### src/u1e_pkg.sv
// shared definitions for the host register side of the core
// bus widths, slave and register maps, packed bus structs
package u1e_pkg;

   ////////////////////////////////////////
   // widths and fixed values
   localparam int WB_AW         = 11;      // byte address of the host bus
   localparam int WB_DW         = 16;
   localparam int SLAVE_SEL_LSB = 7;       // adr[10:7] picks the slave
   localparam int SET_AW        = 8;
   localparam int SET_DW        = 32;

   localparam logic [7:0] COMPAT_NUM = 8'd6;

   // slave numbers, settings is double wide (8 and 9)
   localparam logic [3:0] SLAVE_MISC     = 4'd0;
   localparam logic [3:0] SLAVE_READBACK = 4'd7;
   localparam logic [3:0] SLAVE_SETTINGS = 4'd8;

   ////////////////////////////////////////
   // misc slave register offsets
   localparam logic [6:0] REG_CGEN_CTRL = 7'd4;    // out
   localparam logic [6:0] REG_CGEN_ST   = 7'd6;    // in
   localparam logic [6:0] REG_TEST      = 7'd8;    // out
   localparam logic [6:0] REG_COMPAT    = 7'd16;   // in

   localparam logic [15:0] MISC_DEFAULT_RD = 16'hBEEF;

   // settings addresses
   localparam logic [7:0] SR_TIME64     = 8'd42;   // secs, ticks, load now
   localparam logic [7:0] SR_REG_TEST32 = 8'd60;

   // readback words, 32 bits each
   localparam logic [3:0] RB_TIME_HI = 4'd0;
   localparam logic [3:0] RB_TIME_LO = 4'd1;
   localparam logic [3:0] RB_PPS_HI  = 4'd2;
   localparam logic [3:0] RB_PPS_LO  = 4'd3;
   localparam logic [3:0] RB_TEST32  = 4'd4;

   ////////////////////////////////////////
   // bus structs
   typedef struct packed {
      logic [WB_AW-1:0] adr;
      logic [WB_DW-1:0] dat;
      logic             we;
      logic             stb;
      logic             cyc;
   } wb_req_t;

   typedef struct packed {
      logic [WB_DW-1:0] dat;
      logic             ack;
   } wb_rsp_t;

   typedef struct packed {
      logic              stb;
      logic [SET_AW-1:0] addr;
      logic [SET_DW-1:0] data;
   } set_bus_t;

   // clock generator status pins
   typedef struct packed {
      logic status;
      logic ld;
      logic refmon;
   } cgen_status_t;

endpackage

### src/wb_slave_mux.sv
// address decode for the host bus
// gates each slave strobe and returns the selected response
`timescale 1ns/100ps

module wb_slave_mux
   (input  logic             wb_clk,      // used by bound checks
    input  logic             wb_rst,
    input  u1e_pkg::wb_req_t wb_req_i,
    output u1e_pkg::wb_rsp_t wb_rsp_o,
    output u1e_pkg::wb_req_t misc_req_o,
    output u1e_pkg::wb_req_t rb_req_o,
    output u1e_pkg::wb_req_t set_req_o,
    input  u1e_pkg::wb_rsp_t misc_rsp_i,
    input  u1e_pkg::wb_rsp_t rb_rsp_i,
    input  u1e_pkg::wb_rsp_t set_rsp_i);

   logic [3:0] slave_sel;
   logic       misc_hit, rb_hit, set_hit;

   assign slave_sel = wb_req_i.adr[u1e_pkg::WB_AW-1:u1e_pkg::SLAVE_SEL_LSB];

   assign misc_hit = (slave_sel == u1e_pkg::SLAVE_MISC);
   assign rb_hit   = (slave_sel == u1e_pkg::SLAVE_READBACK);
   // low decode bit ignored, settings spans 8 and 9
   assign set_hit  = ({slave_sel[3:1], 1'b0} == u1e_pkg::SLAVE_SETTINGS);

   ////////////////////////////////////////
   // request fan out
   always_comb
   begin
      misc_req_o     = wb_req_i;
      misc_req_o.stb = wb_req_i.stb & misc_hit;
      rb_req_o       = wb_req_i;
      rb_req_o.stb   = wb_req_i.stb & rb_hit;
      set_req_o      = wb_req_i;
      set_req_o.stb  = wb_req_i.stb & set_hit;
   end

   ////////////////////////////////////////
   // response merge
   always_comb
   begin
      if (misc_hit)
         wb_rsp_o = misc_rsp_i;
      else if (rb_hit)
         wb_rsp_o = rb_rsp_i;
      else if (set_hit)
         wb_rsp_o = set_rsp_i;
      else
         wb_rsp_o = '0;     // undecoded slaves never ack
   end

endmodule

### src/misc_regs.sv
// misc control slave: clock generator control and status,
// a scratch test register and the compat number
`timescale 1ns/100ps

module misc_regs
   (input  logic                  wb_clk,
    input  logic                  wb_rst,
    input  u1e_pkg::wb_req_t      req_i,
    output u1e_pkg::wb_rsp_t      rsp_o,
    input  u1e_pkg::cgen_status_t cgen_st_i,
    output logic                  cgen_sync_b_o,
    output logic                  cgen_ref_sel_o);

   logic [15:0] cgen_ctrl;
   logic [15:0] reg_test;
   logic [6:0]  reg_off;
   logic        wr_en;

   assign reg_off = req_i.adr[u1e_pkg::SLAVE_SEL_LSB-1:0];
   assign wr_en   = req_i.stb & req_i.cyc & req_i.we;

   always_ff @(posedge wb_clk)
   begin
      if (wb_rst)
      begin
         cgen_ctrl <= 16'd3;     // sync_b and ref_sel both high
         reg_test  <= '0;
      end
      else if (wr_en)
      begin
         case (reg_off)
            u1e_pkg::REG_CGEN_CTRL : cgen_ctrl <= req_i.dat;
            u1e_pkg::REG_TEST      : reg_test  <= req_i.dat;
            default                : ;
         endcase
      end
   end

   assign {cgen_sync_b_o, cgen_ref_sel_o} = cgen_ctrl[1:0];

   // read side
   always_comb
   begin
      rsp_o.ack = req_i.stb & req_i.cyc;
      case (reg_off)
         u1e_pkg::REG_CGEN_CTRL : rsp_o.dat = cgen_ctrl;
         u1e_pkg::REG_CGEN_ST   : rsp_o.dat = {13'd0, cgen_st_i};
         u1e_pkg::REG_TEST      : rsp_o.dat = reg_test;
         u1e_pkg::REG_COMPAT    : rsp_o.dat = {8'd0, u1e_pkg::COMPAT_NUM};
         default                : rsp_o.dat = u1e_pkg::MISC_DEFAULT_RD;
      endcase
   end

endmodule

### src/settings_bus.sv
// settings bus, two 16-bit writes make one 32-bit setting strobe
`timescale 1ns/100ps

module settings_bus
   (input  logic              wb_clk,
    input  logic              wb_rst,
    input  u1e_pkg::wb_req_t  req_i,
    output u1e_pkg::wb_rsp_t  rsp_o,
    output u1e_pkg::set_bus_t set_o);

   logic [15:0]       low_half;     // first half-word, held for the high write
   logic              wr_lo, wr_hi;
   u1e_pkg::set_bus_t set_q;

   assign wr_lo = req_i.stb & req_i.cyc & req_i.we & ~req_i.adr[1];
   assign wr_hi = req_i.stb & req_i.cyc & req_i.we & req_i.adr[1];

   // strobe, one cycle per high half-word write
   always_ff @(posedge wb_clk)
   begin
      if (wb_rst)
         set_q.stb <= 1'b0;
      else
         set_q.stb <= wr_hi;
   end

   // payload
   always_ff @(posedge wb_clk)
   begin
      if (wr_lo)
         low_half <= req_i.dat;
      if (wr_hi)
      begin
         set_q.data <= {req_i.dat, low_half};
         set_q.addr <= (u1e_pkg::SET_AW)'(req_i.adr[7:2]);   // 64 settings
      end
   end

   assign set_o = set_q;

   assign rsp_o.dat = '0;    // write only
   assign rsp_o.ack = req_i.stb & req_i.cyc;

endmodule

### src/time_regs.sv
// VITA time counter with PPS capture, loaded through settings
// also serves the 32-bit readback slave
`timescale 1ns/100ps

module time_regs
  #(parameter int unsigned ticks_per_sec = 64000000)
   (input  logic              wb_clk,
    input  logic              wb_rst,
    input  u1e_pkg::set_bus_t set_i,
    input  u1e_pkg::wb_req_t  req_i,
    output u1e_pkg::wb_rsp_t  rsp_o,
    input  logic              pps_i);

   logic [31:0] secs_hold, ticks_hold;   // staged by settings
   logic        load_now;
   logic [31:0] secs, ticks;             // running counter
   logic [63:0] vita_time, vita_time_pps;
   logic [1:0]  pps_sync;
   logic        pps_dly, pps_rise;
   logic [31:0] reg_test32;
   logic [3:0]  word_sel;
   logic [31:0] rb_word;

   ////////////////////////////////////////
   // settings capture
   always_ff @(posedge wb_clk)
   begin
      if (wb_rst)
      begin
         secs_hold  <= '0;
         ticks_hold <= '0;
         load_now   <= 1'b0;
      end
      else
      begin
         load_now <= set_i.stb & (set_i.addr == u1e_pkg::SR_TIME64 + 8'd2);
         if (set_i.stb && set_i.addr == u1e_pkg::SR_TIME64)
            secs_hold <= set_i.data;
         if (set_i.stb && set_i.addr == u1e_pkg::SR_TIME64 + 8'd1)
            ticks_hold <= set_i.data;
      end
   end

   // survives reset, shows the image is still loaded
   always_ff @(posedge wb_clk)
   begin
      if (set_i.stb && set_i.addr == u1e_pkg::SR_REG_TEST32)
         reg_test32 <= set_i.data;
   end

   ////////////////////////////////////////
   // time counter
   always_ff @(posedge wb_clk)
   begin
      if (wb_rst)
      begin
         secs  <= '0;
         ticks <= '0;
      end
      else if (load_now)
      begin
         secs  <= secs_hold;
         ticks <= ticks_hold;
      end
      else if (ticks == ticks_per_sec - 1)
      begin
         secs  <= secs + 32'd1;   // second rolls over
         ticks <= '0;
      end
      else
         ticks <= ticks + 32'd1;
   end

   assign vita_time = {secs, ticks};

   // pps sync and capture
   always_ff @(posedge wb_clk)
   begin
      if (wb_rst)
      begin
         pps_sync      <= '0;
         pps_dly       <= 1'b0;
         vita_time_pps <= '0;
      end
      else
      begin
         pps_sync <= {pps_sync[0], pps_i};
         pps_dly  <= pps_sync[1];
         if (pps_rise)
            vita_time_pps <= vita_time;
      end
   end

   assign pps_rise = pps_sync[1] & ~pps_dly;

   ////////////////////////////////////////
   // readback, adr[5:2] picks the word, adr[1] the half
   assign word_sel = req_i.adr[5:2];

   always_comb
   begin
      case (word_sel)
         u1e_pkg::RB_TIME_HI : rb_word = vita_time[63:32];
         u1e_pkg::RB_TIME_LO : rb_word = vita_time[31:0];
         u1e_pkg::RB_PPS_HI  : rb_word = vita_time_pps[63:32];
         u1e_pkg::RB_PPS_LO  : rb_word = vita_time_pps[31:0];
         u1e_pkg::RB_TEST32  : rb_word = reg_test32;
         default             : rb_word = '0;
      endcase
   end

   assign rsp_o.dat = req_i.adr[1] ? rb_word[31:16] : rb_word[15:0];
   assign rsp_o.ack = req_i.stb & req_i.cyc;

endmodule

### src/u1e_core.sv
// host register core: misc control, settings bus, VITA time and readback
`timescale 1ns/100ps

module u1e_core
  #(parameter int unsigned ticks_per_sec = 64000000)
   (input  logic                  wb_clk,
    input  logic                  wb_rst,
    input  u1e_pkg::wb_req_t      wb_req_i,
    output u1e_pkg::wb_rsp_t      wb_rsp_o,
    input  u1e_pkg::cgen_status_t cgen_st_i,
    output logic                  cgen_sync_b_o,
    output logic                  cgen_ref_sel_o,
    input  logic                  pps_i);

   u1e_pkg::wb_req_t  misc_req, rb_req, set_req;   // per-slave copies
   u1e_pkg::wb_rsp_t  misc_rsp, rb_rsp, set_rsp;
   u1e_pkg::set_bus_t set_bus;

   ////////////////////////////////////////
   // single master intercon
   wb_slave_mux wb_slave_mux_inst
     (.wb_clk     (wb_clk),
      .wb_rst     (wb_rst),
      .wb_req_i   (wb_req_i),
      .wb_rsp_o   (wb_rsp_o),
      .misc_req_o (misc_req),
      .rb_req_o   (rb_req),
      .set_req_o  (set_req),
      .misc_rsp_i (misc_rsp),
      .rb_rsp_i   (rb_rsp),
      .set_rsp_i  (set_rsp));

   // slave 0
   misc_regs misc_regs_inst
     (.wb_clk         (wb_clk),
      .wb_rst         (wb_rst),
      .req_i          (misc_req),
      .rsp_o          (misc_rsp),
      .cgen_st_i      (cgen_st_i),
      .cgen_sync_b_o  (cgen_sync_b_o),
      .cgen_ref_sel_o (cgen_ref_sel_o));

   // slaves 8 and 9, feeds the time block
   settings_bus settings_bus_inst
     (.wb_clk (wb_clk),
      .wb_rst (wb_rst),
      .req_i  (set_req),
      .rsp_o  (set_rsp),
      .set_o  (set_bus));

   ////////////////////////////////////////
   // VITA time and readback, slave 7
   time_regs
     #(.ticks_per_sec(ticks_per_sec))
   time_regs_inst
     (.wb_clk (wb_clk),
      .wb_rst (wb_rst),
      .set_i  (set_bus),
      .req_i  (rb_req),
      .rsp_o  (rb_rsp),
      .pps_i  (pps_i));

endmodule

### config.mk
export PLATFORM = sky130hd
export DESIGN_NAME = u1e_core
export DESIGN_NICKNAME = d
export VERILOG_FILES = /design/src/u1e_pkg.sv /design/src/wb_slave_mux.sv /design/src/misc_regs.sv /design/src/settings_bus.sv /design/src/time_regs.sv /design/src/u1e_core.sv
export SDC_FILE = /design/constraint.sdc
export NUM_CORES = 1
export LEC_CHECK = 0
export ABC_CLOCK_PERIOD_IN_PS = 2690
export BUFFER_PORTS_ARGS = -buffer_cell sky130_fd_sc_hd__buf_2
export CAP_MARGIN = 20
export CORE_MARGIN = 1
export CORE_UTILIZATION = 55
export DETAILED_ROUTE_END_ITERATION = 12
export PLACE_DENSITY = 0.75
export SLEW_MARGIN = 10
export SYNTH_ARGS = -nofsm -noshare
export SYNTH_HDL_FRONTEND = slang
export SYNTH_HIERARCHICAL = 1
export SYNTH_SLANG_ARGS = --single-unit
### constraint.sdc
create_clock -name wb_clk -period 2.69 [get_ports wb_clk]
set_input_delay 0.4035 -clock wb_clk [delete_from_list [all_inputs] [get_ports wb_clk]]
set_output_delay 0.4035 -clock wb_clk [all_outputs]
set_load 0.01 [all_outputs]
==> metrics.txt, run 1 <==
final hold vios 0; port bufs 54; RD Place Congestion roughly 0.9; latest clock arrival within the worst-skew pair about 0.52 ns; HPWL after DPL between 20 and 30 mm; number of CTS-inserted buffers 35; Pwr Total a little under 10000 uW; Slew HR between 40% and 50%; worst-margin pin slew about 0.76 ns; CTS clock-pin slew for the worst setup and hold paths ~0.050 ns; DR vias/cell 6.01; clock sink total around 320; CTS tree built; Final min period 2.70 ns; Critical-path top delay cell nor4bb_4; Crit. End Element primary output; clock buffer depth 3; via count between 10k and 15k; gr ovfl total 0; commonest cells after routing, fill and taps aside nand2_1, dfxtp_1, a21oi_1; core box area 25300 um^2; CP max stage delay a little under 0.4 ns; drt pass-1 iters 5; initial core utilization between 50% and 60%; Crit Path Max Fanout 32; max frequency 370 MHz; layout cells sized above 1 16.3%; PwrDens roughly 630 nW/um^2; Routed WL between 30 and 40 mm; htree depth 2; GRT Util Overall 29.3%; chip width around 160 um; most common library cell in the layout ignoring fill and taps nand2_1; RSZ-0062 raised after global routing yes; WHS 0.100 ns; Max IR drop VDD approximately 560 uV; vias in the first global route 10.4k; LEAKAGE between 0.005 and 0.006 uW; Max Cap Viol 0; I/O pin cnt 55; Final ANT Viol Nets 0; Die Y between 150 and 200 um; area grow syn2layout 10.8%; crit path cell chain buf_2 -> nor4bb_4 -> buf_12 -> a22oi_1 -> a31oi_1 -> a22oi_1 -> a21oi_2 -> buf_2; Setup-failing EPs final 1; worst path required time ~2.3 ns; CP arrival ~2.3 ns; initial antenna violation count 0; routed length per instance around 21 um; largest net degree at the start of global routing roughly 130; placed insts about 1.8k; Die Area about 27000 um^2; setup ws final -0.00988 ns; WS Path Type input port to primary output; Synth warnings 6; clock skew 0.0233 ns; n_diodes 0; synthesized area per cell 9.17 um^2; Max Slew Vio Count 0; DRC viols 0; root buf cell clkbuf_16; Core Util, Final 62.4%; Period Utilization, post-route 100%; failing checks setup timing; post-route insts no fill 1897; Syn Inst Count 1551; first-pass GRT wire length roughly 59 mm; grt met1 use between 40% and 50%; status finished with violations; CTS Hold Bufs 0; DR iter-0 viols ~1.3k; gr busiest metal met2; met2 GRT Util a little under half; Final Net Count approximately 1.6k; Setup crit start kind input port; met3 Usage GRT approximately 6.4%; Hold Path Class input port to register; Row Count between 50 and 60; synthesized area around 14000 um^2
==> per-layer routing <==
layer  part of all wire, %  up-vias
met1                    43     5499
li1                      -     5308
met2                    45      517
met4                   3.3        0
met5                     0        -
met3                   8.9       84
==> power breakdown <==
| part | leakage [uW] | total, uW | switching, uW | internal [uW] |
|---|---|---|---|---|
| Combinational | 0.00232 | 379 | 255 | 124 |
| Clock | 0.000580 | 4680 | 1900 | 2780 |
| Sequential | 0.00262 | 4870 | 9.26 | 4860 |
| Total | 0.00552 | 9940 | 2170 | 7770 |
==> cell type report <==
class | count | area, um^2
fill | 2117 | 9490
sequential | 315 | 7170
multi-input combinational | 1059 | 6080
clock buffer | 46 | 1020
timing repair buffer | 126 | 936
tap | 330 | 413
clock inverter | 17 | 129
inverter | 4 | 15.0
==> sequential cells by signal, summed over array words and instances, names as in the netlist <==
register,count
time_regs_inst/vita_time_pps,64
settings_bus_inst/set_o,39
time_regs_inst/reg_test32,32
time_regs_inst/secs,32
time_regs_inst/secs_hold,32
time_regs_inst/ticks,32
time_regs_inst/ticks_hold,32
misc_regs_inst/cgen_ctrl,16
misc_regs_inst/reg_test,16
settings_bus_inst/low_half,16
time_regs_inst/pps_sync,2
time_regs_inst/load_now,1
time_regs_inst/pps_dly,1
==> timing repair <==
action                                  CTS  global route
cloned                                    0             2
resized for setup                         3            19
setup buffers                             0             3
pin swaps                                 0            10
endpoints found under the setup margin    5            14
==> critical path: cells and delay by family <==
family                 cells  cell delay, ns
AOI/OAI and AO/OA          4            0.86
and+or+nand+nor            1            0.39
buffers and inverters      3            0.62
==> worst paths after layout <==
check,startpoint,to,slack (ns),cells after the start
setup / recovery,wb_req_i[22],wb_rsp_o[13],-0.01,8
hold / removal,pps_i,time_regs_inst/pps_sync[0],0.10,2
setup reg to reg,time_regs_inst/secs[0],time_regs_inst/secs[26],0.34,7
hold reg to reg,settings_bus_inst/low_half[1],settings_bus_inst/set_o[1],0.42,0
==> per-stage QoR <==
stage	setup slack (ns)	setup TNS, ns	area (um^2)
global route	-0.0839	-0.305	15800
global placement	-0.0152	-0.0152	14500
floorplan	0.0571	0	14300
finish	-0.00988	-0.00988	15800
detailed placement	-0.0184	-0.0377	14500
CTS	0.0116	0	15600
Power figures use the tool's default switching activity.
==> run 2, diff against run 1 <==
Settings changed: ABC_AREA set to 1.
==> metrics.txt, run 2 <==
status complete, no violations (was finished with violations); crit path cell chain buf_2 -> nor2_1 -> nand3_1 -> inv_1 -> buf_12 -> nand2_1 -> o21ai_0 -> nor3_1 -> o21ai_0 -> buf_4 -> nand3_1 -> nand3_1 -> buf_2 (was buf_2 -> nor4bb_4 -> buf_12 -> a22oi_1 -> a31oi_1 -> a22oi_1 -> a21oi_2 -> buf_2); htree depth 2 (unchanged); setup ws final 0.223 ns (was -0.00988 ns); CP arrival 2.06 ns (was 2.30 ns); Die Y 171 um (was 163 um); CP max stage delay 0.23 ns (was 0.39 ns); Row Count 61 (was 58); synthesized area 15700 um^2 (was 14200 um^2); initial antenna violation count 2 (was 0); Final ANT Viol Nets 0 (unchanged); vias in the first global route 13.1k (was 10.4k); Syn Inst Count 2202 (was 1551); routed length per instance 18.7 um (was 20.7 um); initial core utilization 56.3% (about the same); worst-margin pin slew 1.00 ns (was 0.760 ns); port bufs 54 (unchanged); area grow syn2layout 8.78% (was 10.8%); DRT met1 WL 19.9 mm (was 16.7 mm); CTS Hold Bufs 0 (unchanged); top cell family by delay on the critical path buffers and inverters (was compound AO/OA/AOI/OAI gates); Buf/Inv on CP 5 (was 3); Hold Path Class input port to register (unchanged); root buf cell clkbuf_16 (unchanged); Synth warnings 6 (unchanged); final hold vios 0 (unchanged); LEAKAGE 0.00673 uW (was 0.00552 uW); Met2 Routed Length 21.3 mm (was 17.8 mm); PwrDens 605 nW/um^2 (was 630 nW/um^2); Die Area 29300 um^2 (was 26500 um^2); chip width 171 um (was 163 um); Max Cap Viol 0 (unchanged); clock buffer depth 3 (unchanged); max FFs per register 64 (unchanged); met3 WL 4.94 mm (was 3.48 mm); Setup-failing EPs final 0 (was 1); Slew HR 33.1% (was 49.3%); DR iter-0 viols 1777 (was 1273); largest net degree at the start of global routing 137 (was 134); Setup crit start kind input port (unchanged); GRT Util Overall 33.3% (was 29.3%); gr ovfl total 0 (unchanged); drt pass-1 iters 7 (was 5); top layer in use met5 (was met4); first-pass GRT wire length 74.0 mm (was 59.3 mm); synthesized area per cell 7.14 um^2 (was 9.17 um^2); Final min period 2.47 ns (was 2.70 ns); Largest Register time_regs_inst/vita_time_pps (unchanged); latest clock arrival within the worst-skew pair 0.52 ns (about the same); via count 14.5k (was 11.4k); number of CTS-inserted buffers 35 (unchanged); HPWL after DPL 34.7 mm (was 26.6 mm); RD Place Congestion 0.967 (was 0.899); DP Worst Slack 0.294 ns (was -0.0184 ns); Period Utilization, post-route 91.7% (was 100%); Crit. End Element primary output (unchanged); worst path required time 2.29 ns (about the same); n_diodes 0 (unchanged); Crit Path Max Fanout 32 (unchanged); CTS clock-pin slew for the worst setup and hold paths 0.06 ns (was 0.05 ns); Routed WL 48.2 mm (was 39.3 mm); WS Path Type input port to primary output (unchanged); Final Net Count 2211 (was 1579); layout cells sized above 1 9.59% (was 16.3%); I/O pin cnt 55 (unchanged); RSZ-0062 raised after global routing no (was yes); core box area 27900 um^2 (was 25300 um^2); post-cts sizing count 0 (was 3); Max IR drop VDD 409 uV (was 560 uV); DR vias/cell 5.61 (was 6.01); clock skew 0.0215 ns (was 0.0233 ns); postcts setup bufs 0 (unchanged); setup TNS 0 ns (was -0.00988 ns); most frequent cell on the critical path nand3_1; commonest cells after routing, fill and taps aside nand2_1, nor2_1, dfxtp_1 (was nand2_1, dfxtp_1, a21oi_1); Max Slew Vio Count 0 (unchanged); clock sink total 315 (unchanged); most common library cell in the layout ignoring fill and taps nand2_1 (unchanged); Critical-path top delay cell nor2_1 (was nor4bb_4); CTS tree built (unchanged); DRC viols 0 (unchanged); max frequency 405 MHz (was 370 MHz)
==> run 2: metrics by stage <==
| step | instance area, um^2 | hold WS (ns) | std cells | total power [uW] | utilization, % |
|---|---|---|---|---|---|
| 6_report | 17100 | 0.0958 | 2578 | 10400 | 61.2 |
| 5_1_grt | 17100 | 0.0926 | 2578 | 10600 | 61.2 |
| 4_1_cts | 17100 | 0.0863 | 2578 | 10400 | 61.2 |
| 3_5_place_dp | 15900 | 0.401 | 2514 | 5430 | 56.9 |
| 3_3_place_gp | 15900 | 0.389 | 2514 | 5420 | 56.9 |
| 2_1_floorplan | 15800 | 0.388 | 2219 | 5360 | - |
==> run 2: cell type report <==
class / instances / area [um^2]
inverters: 156 / 586
fillers: 2626 / 10800
well taps: 378 / 473
flip-flops and latches: 315 / 7170
multi-input cells: 1571 / 6990
clock inverters: 19 / 220
clock buffers: 45 / 996
repair buffers: 94 / 671
==> run 2: worst register-to-register path, delay by kind of cell (launching register included) <==
family / cells / cell delay [ns]
flip-flops: 1 / 0.32
AO/OA/AOI/OAI: 1 / 0.35
AND/OR/NAND/NOR: 4 / 1.05
buffers and inverters: 1 / 0.37
==> run 2: worst paths after layout <==
kind	cells past startpoint	end	slack, ns	start
setup reg to reg	6	time_regs_inst/secs_hold[11]	0.48	settings_bus_inst/set_o[37]
hold / removal	3	time_regs_inst/pps_sync[0]	0.1	pps_i
hold reg to reg	2	time_regs_inst/pps_sync[1]	0.41	time_regs_inst/pps_sync[0]
setup / recovery	13	wb_rsp_o[6]	0.22	wb_req_i[24]
==> run 2: per-layer routing <==
layer  track usage [%]  vias to the layer above
met4              13.2                        4
met1              45.3                     6663
met2              52.1                      752
met3              6.41                      126
li1                  -                     6921
met5                 0                        -
==> run 2: power by group <==
part / switching (uW) / internal [uW]
combinational: 275 / 115
sequential: 39.5 / 4910
clock: 1990 / 3020
total: 2300 / 8050
